## config.mk

```make
export PLATFORM = sky130hd
export DESIGN_NAME = miss_handling_unit
export DESIGN_NICKNAME = d
export VERILOG_FILES = /design/src/cache_geom_pkg.sv /design/src/mhu_msg_pkg.sv /design/src/miss_handling_unit.sv /design/src/miss_fsm.sv /design/src/secondary_dequeue.sv /design/src/replacement_picker.sv
export VERILOG_INCLUDE_DIRS = /design/src /design/src/src
export SDC_FILE = /design/constraint.sdc
export NUM_CORES = 1
export LEC_CHECK = 0
export BUFFER_PORTS_ARGS = -buffer_cell sky130_fd_sc_hd__buf_2
export CORE_AREA = 4 4 122 124
export CTS_BUF_LIST = sky130_fd_sc_hd__clkbuf_8
export CTS_CLUSTER_SIZE = 14
export DETAILED_ROUTE_END_ITERATION = 8
export DIE_AREA = 0 0 126 128
export PLACE_DENSITY = 0.67
export SETUP_SLACK_MARGIN = 0.15
export SLEW_MARGIN = 10
export SYNTH_ARGS = -nofsm -noshare
export SYNTH_HDL_FRONTEND = slang
export SYNTH_SLANG_ARGS = --single-unit
```

## constraint.sdc

```tcl
create_clock -name clk_i -period 2.2 [get_ports clk_i]
set_clock_uncertainty 0.2 [all_clocks]
set_input_delay 0.22 -clock clk_i [delete_from_list [all_inputs] [get_ports clk_i]]
set_output_delay 0.22 -clock clk_i [all_outputs]
set_load 0.02 [all_outputs]
```

## src/mhu_settings.svh

```systemverilog
// cache geometry for the miss handling unit
// address, word, way, set, block size and request id width

`ifndef MHU_SETTINGS_SVH
`define MHU_SETTINGS_SVH

// byte address width
`define MHU_ADDR_WIDTH 32

// data word width
`define MHU_DATA_WIDTH 32

// set-associative geometry
`define MHU_WAYS 4
`define MHU_SETS 64
`define MHU_BLOCK_WORDS 8

// id carried through the miss FIFO
`define MHU_ID_WIDTH 4

`endif
```

## src/cache_geom_pkg.sv

```systemverilog
// cache_geom_pkg: address field widths of the data cache
// tag, index, way, word-offset and word types
// address field extraction helpers

`default_nettype none

package cache_geom_pkg;

  `include "mhu_settings.svh"

  localparam int addr_width_c = `MHU_ADDR_WIDTH;
  localparam int data_width_c = `MHU_DATA_WIDTH;
  localparam int ways_c = `MHU_WAYS;
  localparam int block_words_c = `MHU_BLOCK_WORDS;

  localparam int byte_sel_width_c = $clog2(data_width_c / 8);
  localparam int word_off_width_c = $clog2(block_words_c);
  localparam int index_width_c = $clog2(`MHU_SETS);
  localparam int way_width_c = $clog2(ways_c);
  localparam int block_off_width_c = word_off_width_c + byte_sel_width_c;
  localparam int tag_width_c = addr_width_c - index_width_c - block_off_width_c;

  typedef logic [addr_width_c-1:0] addr_t;
  typedef logic [tag_width_c-1:0] tag_t;
  typedef logic [index_width_c-1:0] index_t;
  typedef logic [way_width_c-1:0] way_t;
  typedef logic [word_off_width_c-1:0] word_off_t;
  typedef logic [byte_sel_width_c-1:0] byte_sel_t;
  typedef logic [data_width_c-1:0] word_t;

  // address layout is {tag, index, word offset, byte select}
  function automatic tag_t addr_tag(input addr_t addr);
    return addr[addr_width_c-1 -: tag_width_c];
  endfunction

  function automatic index_t addr_index(input addr_t addr);
    return addr[block_off_width_c +: index_width_c];
  endfunction

  function automatic word_off_t addr_word_off(input addr_t addr);
    return addr[byte_sel_width_c +: word_off_width_c];
  endfunction

  function automatic byte_sel_t addr_byte_sel(input addr_t addr);
    return addr[0 +: byte_sel_width_c];
  endfunction

endpackage

`default_nettype wire

```

## src/mhu_msg_pkg.sv

```systemverilog
// mhu_msg_pkg: packets between the miss handling unit and its neighbours
// miss FIFO entry, set state, victim, DMA command
// tag, stat and data memory packets

`default_nettype none

package mhu_msg_pkg;

  import cache_geom_pkg::*;

  `include "mhu_settings.svh"

  typedef logic [`MHU_ID_WIDTH-1:0] id_t;

  // size_op encoding for a full data word
  localparam logic [1:0] size_word_c = 2'(byte_sel_width_c);

  typedef struct packed {
    id_t id;
    addr_t addr;
    logic write_not_read;
    logic block_load;
    logic [1:0] size_op;
    logic sigext_op;
    word_t data;
  } miss_entry_s;

  // tag and status memory contents of one set
  typedef struct packed {
    logic [ways_c-1:0] valid;
    logic [ways_c-1:0] lock;
    tag_t [ways_c-1:0] tag;
    logic [ways_c-1:0] dirty;
    way_t lru_way;
  } set_state_s;

  typedef struct packed {
    way_t way;
    logic evict;
    tag_t evict_tag;
  } victim_s;

  typedef struct packed {
    way_t way;
    index_t index;
    logic refill;
    tag_t refill_tag;
    logic evict;
    tag_t evict_tag;
  } dma_cmd_s;

  typedef enum logic {
    e_tag_read,
    e_tag_set_tag
  } tag_mem_op_e;

  typedef struct packed {
    tag_mem_op_e opcode;
    way_t way;
    index_t index;
    tag_t tag;
  } tag_mem_pkt_s;

  typedef enum logic {
    e_stat_read,
    e_stat_clear_dirty
  } stat_mem_op_e;

  typedef struct packed {
    stat_mem_op_e opcode;
    way_t way;
    index_t index;
  } stat_mem_pkt_s;

  typedef struct packed {
    logic write_not_read;
    logic sigext_op;
    logic [1:0] size_op;
    byte_sel_t byte_sel;
    way_t way;
    index_t index;
    word_off_t word;
    word_t data;
  } data_mem_pkt_s;

endpackage

`default_nettype wire

```

## src/miss_handling_unit.sv

```systemverilog
// miss_handling_unit: load/store miss path of the non-blocking cache
// victim picker, miss FSM and secondary-miss dequeue

`default_nettype none

module miss_handling_unit (
  input  logic                       clk_i,
  input  logic                       reset_i,

  // miss FIFO
  input  logic                       miss_fifo_v_i,
  input  mhu_msg_pkg::miss_entry_s   miss_fifo_entry_i,
  output logic                       miss_fifo_yumi_o,

  // tag and stat memories
  input  mhu_msg_pkg::set_state_s    set_state_i,
  output logic                       tag_mem_pkt_v_o,
  output mhu_msg_pkg::tag_mem_pkt_s  tag_mem_pkt_o,
  output logic                       stat_mem_pkt_v_o,
  output mhu_msg_pkg::stat_mem_pkt_s stat_mem_pkt_o,

  // data memory
  output logic                       data_mem_pkt_v_o,
  output mhu_msg_pkg::data_mem_pkt_s data_mem_pkt_o,
  input  logic                       data_mem_pkt_yumi_i,

  // DMA
  output logic                       dma_cmd_v_o,
  output mhu_msg_pkg::dma_cmd_s      dma_cmd_o,
  input  logic                       dma_cmd_ready_i,
  input  logic                       dma_done_i,
  output logic                       dma_ack_o,

  output logic                       idle_o
);

  import mhu_msg_pkg::*;

  victim_s victim;
  dma_cmd_s curr_cmd;
  logic dequeue_active;
  logic block_done;

  replacement_picker picker0 (
    .set_state_i(set_state_i),
    .victim_o   (victim)
  );

  miss_fsm fsm0 (
    .clk_i            (clk_i),
    .reset_i          (reset_i),
    .miss_fifo_v_i    (miss_fifo_v_i),
    .miss_fifo_entry_i(miss_fifo_entry_i),
    .victim_i         (victim),
    .dma_cmd_ready_i  (dma_cmd_ready_i),
    .dma_done_i       (dma_done_i),
    .block_done_i     (block_done),
    .tag_mem_pkt_v_o  (tag_mem_pkt_v_o),
    .tag_mem_pkt_o    (tag_mem_pkt_o),
    .stat_mem_pkt_v_o (stat_mem_pkt_v_o),
    .stat_mem_pkt_o   (stat_mem_pkt_o),
    .dma_cmd_v_o      (dma_cmd_v_o),
    .dma_cmd_o        (dma_cmd_o),
    .dma_ack_o        (dma_ack_o),
    .curr_cmd_o       (curr_cmd),
    .dequeue_active_o (dequeue_active),
    .idle_o           (idle_o)
  );

  secondary_dequeue dequeue0 (
    .clk_i              (clk_i),
    .reset_i            (reset_i),
    .active_i           (dequeue_active),
    .curr_cmd_i         (curr_cmd),
    .miss_fifo_v_i      (miss_fifo_v_i),
    .miss_fifo_entry_i  (miss_fifo_entry_i),
    .data_mem_pkt_yumi_i(data_mem_pkt_yumi_i),
    .data_mem_pkt_v_o   (data_mem_pkt_v_o),
    .data_mem_pkt_o     (data_mem_pkt_o),
    .miss_fifo_yumi_o   (miss_fifo_yumi_o),
    .block_done_o       (block_done)
  );

endmodule

`default_nettype wire

```

## src/miss_fsm.sv

```systemverilog
// miss_fsm: primary miss sequencing
// set read, DMA command issue, fill completion, dequeue phase
// current miss register and tag/stat memory packets

`default_nettype none

module miss_fsm (
  input  logic                       clk_i,
  input  logic                       reset_i,
  input  logic                       miss_fifo_v_i,
  input  mhu_msg_pkg::miss_entry_s   miss_fifo_entry_i,
  input  mhu_msg_pkg::victim_s       victim_i,
  input  logic                       dma_cmd_ready_i,
  input  logic                       dma_done_i,
  input  logic                       block_done_i,
  output logic                       tag_mem_pkt_v_o,
  output mhu_msg_pkg::tag_mem_pkt_s  tag_mem_pkt_o,
  output logic                       stat_mem_pkt_v_o,
  output mhu_msg_pkg::stat_mem_pkt_s stat_mem_pkt_o,
  output logic                       dma_cmd_v_o,
  output mhu_msg_pkg::dma_cmd_s      dma_cmd_o,
  output logic                       dma_ack_o,
  output mhu_msg_pkg::dma_cmd_s      curr_cmd_o,
  output logic                       dequeue_active_o,
  output logic                       idle_o
);

  import cache_geom_pkg::*;
  import mhu_msg_pkg::*;

  typedef enum logic [1:0] {
    IDLE,
    SEND_DMA,
    WAIT_DMA,
    DEQUEUE
  } state_e;

  state_e state_r;
  state_e state_n;
  index_t entry_index;
  dma_cmd_s curr_cmd_r;

  assign entry_index = addr_index(miss_fifo_entry_i.addr);

  // refill command for the entry at the FIFO head
  assign dma_cmd_o.way = victim_i.way;
  assign dma_cmd_o.index = entry_index;
  assign dma_cmd_o.refill = 1'b1;
  assign dma_cmd_o.refill_tag = addr_tag(miss_fifo_entry_i.addr);
  assign dma_cmd_o.evict = victim_i.evict;
  assign dma_cmd_o.evict_tag = victim_i.evict_tag;

  assign curr_cmd_o = curr_cmd_r;

  always_comb begin
    state_n = state_r;
    idle_o = 1'b0;
    dma_cmd_v_o = 1'b0;
    dma_ack_o = 1'b0;
    dequeue_active_o = 1'b0;

    tag_mem_pkt_v_o = 1'b0;
    tag_mem_pkt_o.opcode = e_tag_read;
    tag_mem_pkt_o.way = curr_cmd_r.way;
    tag_mem_pkt_o.index = entry_index;
    tag_mem_pkt_o.tag = curr_cmd_r.refill_tag;

    stat_mem_pkt_v_o = 1'b0;
    stat_mem_pkt_o.opcode = e_stat_read;
    stat_mem_pkt_o.way = curr_cmd_r.way;
    stat_mem_pkt_o.index = entry_index;

    case (state_r)
      IDLE: begin
        idle_o = ~miss_fifo_v_i;
        tag_mem_pkt_v_o = miss_fifo_v_i;
        stat_mem_pkt_v_o = miss_fifo_v_i;
        if (miss_fifo_v_i) begin
          state_n = SEND_DMA;
        end
      end

      // set state is valid from this cycle on
      SEND_DMA: begin
        dma_cmd_v_o = 1'b1;
        if (dma_cmd_ready_i) begin
          state_n = WAIT_DMA;
        end
      end

      WAIT_DMA: begin
        dma_ack_o = dma_done_i;
        tag_mem_pkt_v_o = dma_done_i;
        tag_mem_pkt_o.opcode = e_tag_set_tag;
        tag_mem_pkt_o.index = curr_cmd_r.index;
        stat_mem_pkt_v_o = dma_done_i;
        stat_mem_pkt_o.opcode = e_stat_clear_dirty;
        stat_mem_pkt_o.index = curr_cmd_r.index;
        if (dma_done_i) begin
          state_n = DEQUEUE;
        end
      end

      DEQUEUE: begin
        dequeue_active_o = 1'b1;
        if (block_done_i) begin
          state_n = IDLE;
        end
      end

      default: begin
        state_n = IDLE;
      end
    endcase
  end

  always_ff @(posedge clk_i) begin
    if (reset_i) begin
      state_r <= IDLE;
    end else begin
      state_r <= state_n;
    end
  end

  // current miss captured on command transfer
  always_ff @(posedge clk_i) begin
    if ((state_r == SEND_DMA) && dma_cmd_ready_i) begin
      curr_cmd_r <= dma_cmd_o;
    end
  end

endmodule

`default_nettype wire

```

## src/secondary_dequeue.sv

```systemverilog
// secondary_dequeue: drains miss FIFO entries of the filled block
// secondary-miss match against the current DMA command
// block-load word counter and data memory packet build

`default_nettype none

module secondary_dequeue (
  input  logic                       clk_i,
  input  logic                       reset_i,
  input  logic                       active_i,
  input  mhu_msg_pkg::dma_cmd_s      curr_cmd_i,
  input  logic                       miss_fifo_v_i,
  input  mhu_msg_pkg::miss_entry_s   miss_fifo_entry_i,
  input  logic                       data_mem_pkt_yumi_i,
  output logic                       data_mem_pkt_v_o,
  output mhu_msg_pkg::data_mem_pkt_s data_mem_pkt_o,
  output logic                       miss_fifo_yumi_o,
  output logic                       block_done_o
);

  import cache_geom_pkg::*;
  import mhu_msg_pkg::*;

  tag_t entry_tag;
  index_t entry_index;
  logic is_secondary;
  logic block_load;
  logic last_word;
  logic word_taken;
  word_off_t word_cnt_r;

  assign entry_tag = addr_tag(miss_fifo_entry_i.addr);
  assign entry_index = addr_index(miss_fifo_entry_i.addr);
  assign block_load = miss_fifo_entry_i.block_load;

  // same block as the one just refilled
  assign is_secondary = (entry_tag == curr_cmd_i.refill_tag)
                      & (entry_index == curr_cmd_i.index);

  assign block_done_o = ~miss_fifo_v_i | ~is_secondary;

  assign data_mem_pkt_v_o = active_i & miss_fifo_v_i & is_secondary;
  assign word_taken = data_mem_pkt_v_o & data_mem_pkt_yumi_i;
  assign last_word = (word_cnt_r == word_off_t'(block_words_c - 1));

  // block load leaves the FIFO only after its last word
  assign miss_fifo_yumi_o = word_taken & (~block_load | last_word);

  always_ff @(posedge clk_i) begin
    if (reset_i) begin
      word_cnt_r <= '0;
    end else if (miss_fifo_yumi_o) begin
      word_cnt_r <= '0;
    end else if (word_taken & block_load) begin
      word_cnt_r <= word_cnt_r + 1'b1;
    end
  end

  always_comb begin
    data_mem_pkt_o.write_not_read = miss_fifo_entry_i.write_not_read;
    data_mem_pkt_o.way = curr_cmd_i.way;
    data_mem_pkt_o.index = curr_cmd_i.index;
    data_mem_pkt_o.data = miss_fifo_entry_i.data;
    if (block_load) begin
      // whole words, no sign extension
      data_mem_pkt_o.sigext_op = 1'b0;
      data_mem_pkt_o.size_op = size_word_c;
      data_mem_pkt_o.byte_sel = '0;
      data_mem_pkt_o.word = word_cnt_r;
    end else begin
      data_mem_pkt_o.sigext_op = miss_fifo_entry_i.sigext_op;
      data_mem_pkt_o.size_op = miss_fifo_entry_i.size_op;
      data_mem_pkt_o.byte_sel = addr_byte_sel(miss_fifo_entry_i.addr);
      data_mem_pkt_o.word = addr_word_off(miss_fifo_entry_i.addr);
    end
  end

endmodule

`default_nettype wire

```

## src/replacement_picker.sv

```systemverilog
// replacement_picker: victim way for the set under miss
// invalid way first, then LRU, then lowest unlocked way
// eviction flag and tag of the chosen way

`default_nettype none

module replacement_picker (
  input  mhu_msg_pkg::set_state_s set_state_i,
  output mhu_msg_pkg::victim_s    victim_o
);

  import cache_geom_pkg::*;
  import mhu_msg_pkg::*;

  logic [ways_c-1:0] free_mask;
  logic [ways_c-1:0] unlocked_mask;
  logic free_found;
  way_t free_way;
  way_t backup_way;
  way_t chosen_way;

  // lowest set bit of a way mask
  function automatic way_t lowest_way(input logic [ways_c-1:0] mask);
    way_t way;
    way = '0;
    for (int i = ways_c - 1; i >= 0; i--) begin
      if (mask[i]) begin
        way = way_t'(i);
      end
    end
    return way;
  endfunction

  assign free_mask = ~set_state_i.valid & ~set_state_i.lock;
  assign unlocked_mask = ~set_state_i.lock;

  assign free_found = |free_mask;
  assign free_way = lowest_way(free_mask);
  // at least one way is always unlocked
  assign backup_way = lowest_way(unlocked_mask);

  always_comb begin
    if (free_found) begin
      chosen_way = free_way;
    end else if (set_state_i.lock[set_state_i.lru_way]) begin
      chosen_way = backup_way;
    end else begin
      chosen_way = set_state_i.lru_way;
    end
  end

  // write back only a valid dirty block
  assign victim_o.way = chosen_way;
  assign victim_o.evict = set_state_i.valid[chosen_way] & set_state_i.dirty[chosen_way];
  assign victim_o.evict_tag = set_state_i.tag[chosen_way];

endmodule

`default_nettype wire

```

Word level (Yosys, flattened, before mapping)
Index checks and enable logic that the tools add are counted.
- bits in registers: 34
- input port bits: 177
- output and inout bits: 147
- logic and storage cells: 70
- add/subtract/negate cells: 1
- order comparisons: 2
- equal/unequal tests: 10
- mux-type cells: 32
- bitwise logic cells: 15
- reductions and logical operators: 5
- operator list (kind ; number):
    $bmux 21 s2 ; 1
    $mux 2 ; 14
    $eq 21x21->1 ; 1
    $mux 21 ; 1
    $mux 1 ; 8
    $ne 2x2->1 const B ; 4
    $not 4->4 ; 2
    $pmux 2 s4 ; 1
    $and 1x1->1 ; 7
    $bmux 1 s2 ; 3
    $eq 6x6->1 ; 1
    $lt 2x3->1 const B ; 2
    $mux 6 ; 1
    $mux 5 ; 1
    $and 4x4->4 ; 1
    $eq 2x2->1 const B ; 2
    $reduce_and 4->1 ; 1
    $reduce_or 4->1 ; 1
    $add 3x1->3 const B ; 1
    $eq 3x3->1 const B ; 1
    $mux 3 ; 1
    $not 1->1 ; 3
    $eq 2x1->1 const B ; 1
    $logic_not 2->1 ; 1
    4 further kinds ; 5

Logic depth before layout (Yosys ltp)
- word-level depth: 10
- gate-level depth with buffers: 7
- gate-level depth less buffers: 7

Modules after synthesis
A second synthesis with hierarchy kept.
- cells, all modules: 372
- area, all modules: 4285.4 um^2
- modules (own cells, without submodules) (module ; instances ; cells an instance ; area each (um^2) ; seq. area each (um^2)):
    miss_fsm ; 1 ; 168 ; 2489.9 ; 1571.5
    replacement_picker ; 1 ; 95 ; 914.6 ; 0.0
    secondary_dequeue ; 1 ; 109 ; 880.8 ; 60.1

Worst setup path before layout
No wires, ideal clock.
- path type: register -> output
- from: register fsm0.curr_cmd_r, in the netlist fsm0.curr_cmd_o[23]
- to: output miss_fifo_yumi_o
- arrival: 1768 ps
- data required time: 1780 ps
- setup slack: 12 ps
- stages on the path, launching flop included: 6
- path buffers: 0
- cells stage by stage: edfxtp_1 xor2_1 nor4_2 nand3_1 nor2_1 and3_1
- word-level cells in the longest chain between the ends: 5
- RTL lines (item ; RTL line ; RTL):
    from (decl) ; miss_fsm.sv:41 ; dma_cmd_s curr_cmd_r;
    from (signal assigned) ; miss_fsm.sv:128 ; curr_cmd_r <= dma_cmd_o;
    $eq 21x21->1 ; secondary_dequeue.sv:37 ; assign is_secondary = (entry_tag == curr_cmd_i.refill_tag)
    $and 1x1->1 ; secondary_dequeue.sv:38 ; & (entry_index == curr_cmd_i.index);
    $and 1x1->1 ; secondary_dequeue.sv:42 ; assign data_mem_pkt_v_o = active_i & miss_fifo_v_i & is_secondary;
    named net data_mem_pkt_v_o ; miss_handling_unit.sv:23 ; output logic data_mem_pkt_v_o,
    $and 1x1->1 ; secondary_dequeue.sv:43 ; assign word_taken = data_mem_pkt_v_o & data_mem_pkt_yumi_i;
    $and 1x1->1 ; secondary_dequeue.sv:47 ; assign miss_fifo_yumi_o = word_taken & (~block_load | last_word);
    to (decl) ; miss_handling_unit.sv:13 ; output logic miss_fifo_yumi_o,
The timed path passes the listed nets, and every way through them passes these cells.

Worst setup path in the final report
- from: register fsm0.curr_cmd_r, in the netlist fsm0.curr_cmd_o[23]
- to: output miss_fifo_yumi_o
- word-level cells in the longest chain between the ends: 5
- RTL lines (item ; RTL line):
    $eq 21x21->1 ; secondary_dequeue.sv:37
    $and 1x1->1 ; secondary_dequeue.sv:38
    $and 1x1->1 ; secondary_dequeue.sv:42
    $and 1x1->1 ; secondary_dequeue.sv:43
    $and 1x1->1 ; secondary_dequeue.sv:47
Every way passes these cells.

==> out/qor.csv <==
metric,value,unit
status,"complete, but fails checks",
failing checks,setup timing,
TritonCTS clock tree,done,
Clock Sinks,34,
Routed WL,11900,µm
cells after synthesis,298,
Max Clock Freq,0.435,GHz
Main synth FF type,edfxtp_1,
"FFs w/ async S/R, synth",0,%
slowest CP cell,edfxtp_1,
Site Rows,43,
Max stage delay on crit path,0.40,ns
GR Layer Usage met3,3.92,%
"Net Count, Synth",481,
clk root buf,clkbuf_8,
Core Area,13800,µm²
starting density of the core,22.8,%
worst-path fanout max,3,
antenna violations before repair,3,
remaining antenna violation count,0,
simple-gate portion of the synthesized area,9.83,%
CP Class,reg -> out,
I/O Pins,324,
layout cell share with drive strength beyond 1,62.1,%
VDD IR max,0.229,mV
Synth Area in XOR/XNOR,7.52,%
post-synth top area cell,edfxtp_1,
Compound-Gate Fraction of Synth Area,2.83,%
period utilisation layout,105,%
GPL Wtd Cong,0.759,
post-synth top area share,27.7,%
Total Routing Usage GR,13.7,%
cell count along the critical path,7,
Die Area,16100,µm²
Initial DRT Pass Iterations,4,
Starting DRT DRC Count,54,
Num CTS Buffers,5,
CP Launch Type,register,
Synth Area in Adders,2.39,%
Final min period,2.30,ns
post-synthesis register bit count,34,
CP Data Required Time,1.78,ns
first-pass GRT wire length,17300,µm
GRT met1 Usage,14.3,%
H-tree levels,2,
hpwl dp,9070,µm
Mapped Area,3140,µm²
grt ovf,0,
worst setup path endpoint,miss_fifo_yumi_o,
"EDFF count, synth",29,
final hold viol count,0,
Die Height,128,µm
r2r setup slk,0.06,ns
max-cap violations,0,
fill cell count,1415,
Crit. End Element,output port,
"Seq/Total Area, Yosys",30.9,%
crit path cell chain,xor2_1 > nor4_2 > buf_4 > nand3_2 > nor2_2 > and3_4 > buf_6,
cells taking the most area after synthesis,"edfxtp_1, mux2i_1, buf_4, xor2_1, mux2_2",
RSZ-0062 raised after global routing,yes,
port buffer count,252,
crit-path leading delay family,simple AND/OR/NAND/NOR gates,
worst min path class,in -> reg,
worst reg2reg endpoint,dequeue0.word_cnt_r[0]$_SDFFE_PP0P_,
Finished Layout Cells,718,
WL per Instance,16.5,µm
grt met2 use,25.7,%
Final WS setup,-0.101,ns
crit path from,fsm0.curr_cmd_o[23]$_DFFE_PP_,
P&R area growth vs syn,64.8,%
syn_area_per_cell,10.5,µm²
CP arrival,1.88,ns
largest net degree at the start of global routing,20,
proportion of synthesized area in mux cells,26.4,%
GRT busiest layer,met2,
most frequent cell after synthesis,buf_4,
P_leak,0.00251,µW
Yosys warnings,0,
max-slew violation count,0,
main combinational cell family by area after synthesis,multiplexers,
Bufs and invs on worst path,2,
fin nets,717,
Post-synth top cells,"buf_4, mux2i_1, edfxtp_1, xor2_1, mux2_2",
pwr dens,615,nW/µm²
dpl ws,0.0280,ns
drc violations,0,
Critical R2R Launch,fsm0.curr_cmd_o[45]$_DFFE_PP_,
Vias,3104,
Die X-Extent,126,µm
Clock Tree Buf Depth,2,
Synth cell types,37,
final setup violation count,1,
placed cell count,658,
vias in the first global route,3250,
Worst-path clk slew,0.08,ns
Worst-Skew Late Latency,0.29,ns
Fin Setup TNS,-0.101,ns
total power,3180,µW
Reg2Reg Depth,5,
Final Util,37.6,%
post-DR vias/cell,4.32,
cell type report:
| cell class | instances | area (µm²) | area share (%) |
|---|---|---|---|
| Inverter | 4 | 15.0 | 0.290 |
| Clock inverter | 3 | 37.5 | 0.725 |
| Clock buffer | 5 | 68.8 | 1.33 |
| Antenna cell | 3 | 7.51 | 0.145 |
| Multi-Input combinational cell | 178 | 1720 | 33.1 |
| Tap cell | 180 | 225 | 4.35 |
| Timing Repair Buffer | 311 | 2140 | 41.3 |
| Sequential cell | 34 | 971 | 18.7 |
per-layer routing:
metal / vias up / part of all wire (%)
met2: 218 / 53
met3: 22 / 10
li1: 1462 / -
met5: - / 0
met1: 1402 / 33
met4: 0 / 3.3
cells in the final DEF, fill, tap and decap left out, types with 3 or more instances in the layout:
cell type / netlist / layout
nand2b_1: 6 / 6
buf_4: 78 / 31
diode_2: 0 / 3
mux2_2: 10 / 9
nor2b_1: 6 / 6
buf_12: 0 / 6
xor2_2: 0 / 3
dfxtp_1: 5 / 5
nand2_1: 8 / 7
buf_6: 2 / 16
ha_1: 6 / 5
clkbuf_8: 0 / 5
edfxtp_1: 29 / 29
dlygate4sd3_1: 0 / 26
inv_1: 4 / 5
nor4_2: 3 / 4
nor4_1: 8 / 5
buf_8: 0 / 3
xor2_1: 27 / 24
buf_2: 0 / 222
buf_16: 0 / 5
mux2i_1: 70 / 64
a21oi_1: 5 / 3
mux2i_2: 0 / 4
sequential cells by signal, indices dropped and copies added, names as in the netlist:
register and flops:
fsm0.curr_cmd_o 29, dequeue0.word_cnt_r 3, fsm0.state_r 2
worst reg2reg max path, stage by stage (launching register included):
cell and delay (ns):
edfxtp_1 0.43, xor2_1 0.19, nor4_1 0.41, and4_1 0.33, nand3_2 0.15, mux2_4 0.32
cell families after synthesis:
kind of cell | count (synthesis)
buffers and inverters | 86
xor gates and xnor gates | 27
muxes | 81
and+or+nand+nor | 49
other | 1
adders and majority gates | 6
AOI/OAI and AO/OA | 14
DFF | 34
how the worst min path moves through the flow:
stage,from,end,slack (ns),depth (start not counted)
after global routing,miss_fifo_entry_i[58],fsm0.curr_cmd_o[32]$_DFFE_PP_,0.01,1
after floorplan,miss_fifo_entry_i[48],fsm0.curr_cmd_o[22]$_DFFE_PP_,0.12,0
final,miss_fifo_entry_i[58],fsm0.curr_cmd_o[32]$_DFFE_PP_,0.03,1
after global placement,miss_fifo_entry_i[52],fsm0.curr_cmd_o[26]$_DFFE_PP_,0.24,1
after CTS,miss_fifo_entry_i[58],fsm0.curr_cmd_o[32]$_DFFE_PP_,0.004,1
after detailed placement,miss_fifo_entry_i[19],data_mem_pkt_o[19],0.24,0
power breakdown:
part | switching [µW] | internal [µW]
logic | 949 | 800
registers | 60.0 | 814
clock network | 231 | 330
per-stage QoR:
stage	hold slack [ns]	instance area (µm²)
after floorplan	0.119	3150
after global placement	0.238	4160
after detailed placement	0.240	4160
after CTS	0.00444	4930
after global routing	0.00991	5180
final	0.0293	5180
repair_timing:
action | in CTS | in global routing
hold buffers | 26 | 0
resized for setup | 52 | 30
endpoints found under the hold margin | 26 | 0
setup endpoints to repair | 31 | 39
pin swaps | 16 | 13
cloned | 5 | 2
buffers inserted | 8 | 8
No activity file was read; power rests on OpenSTA's default activity.
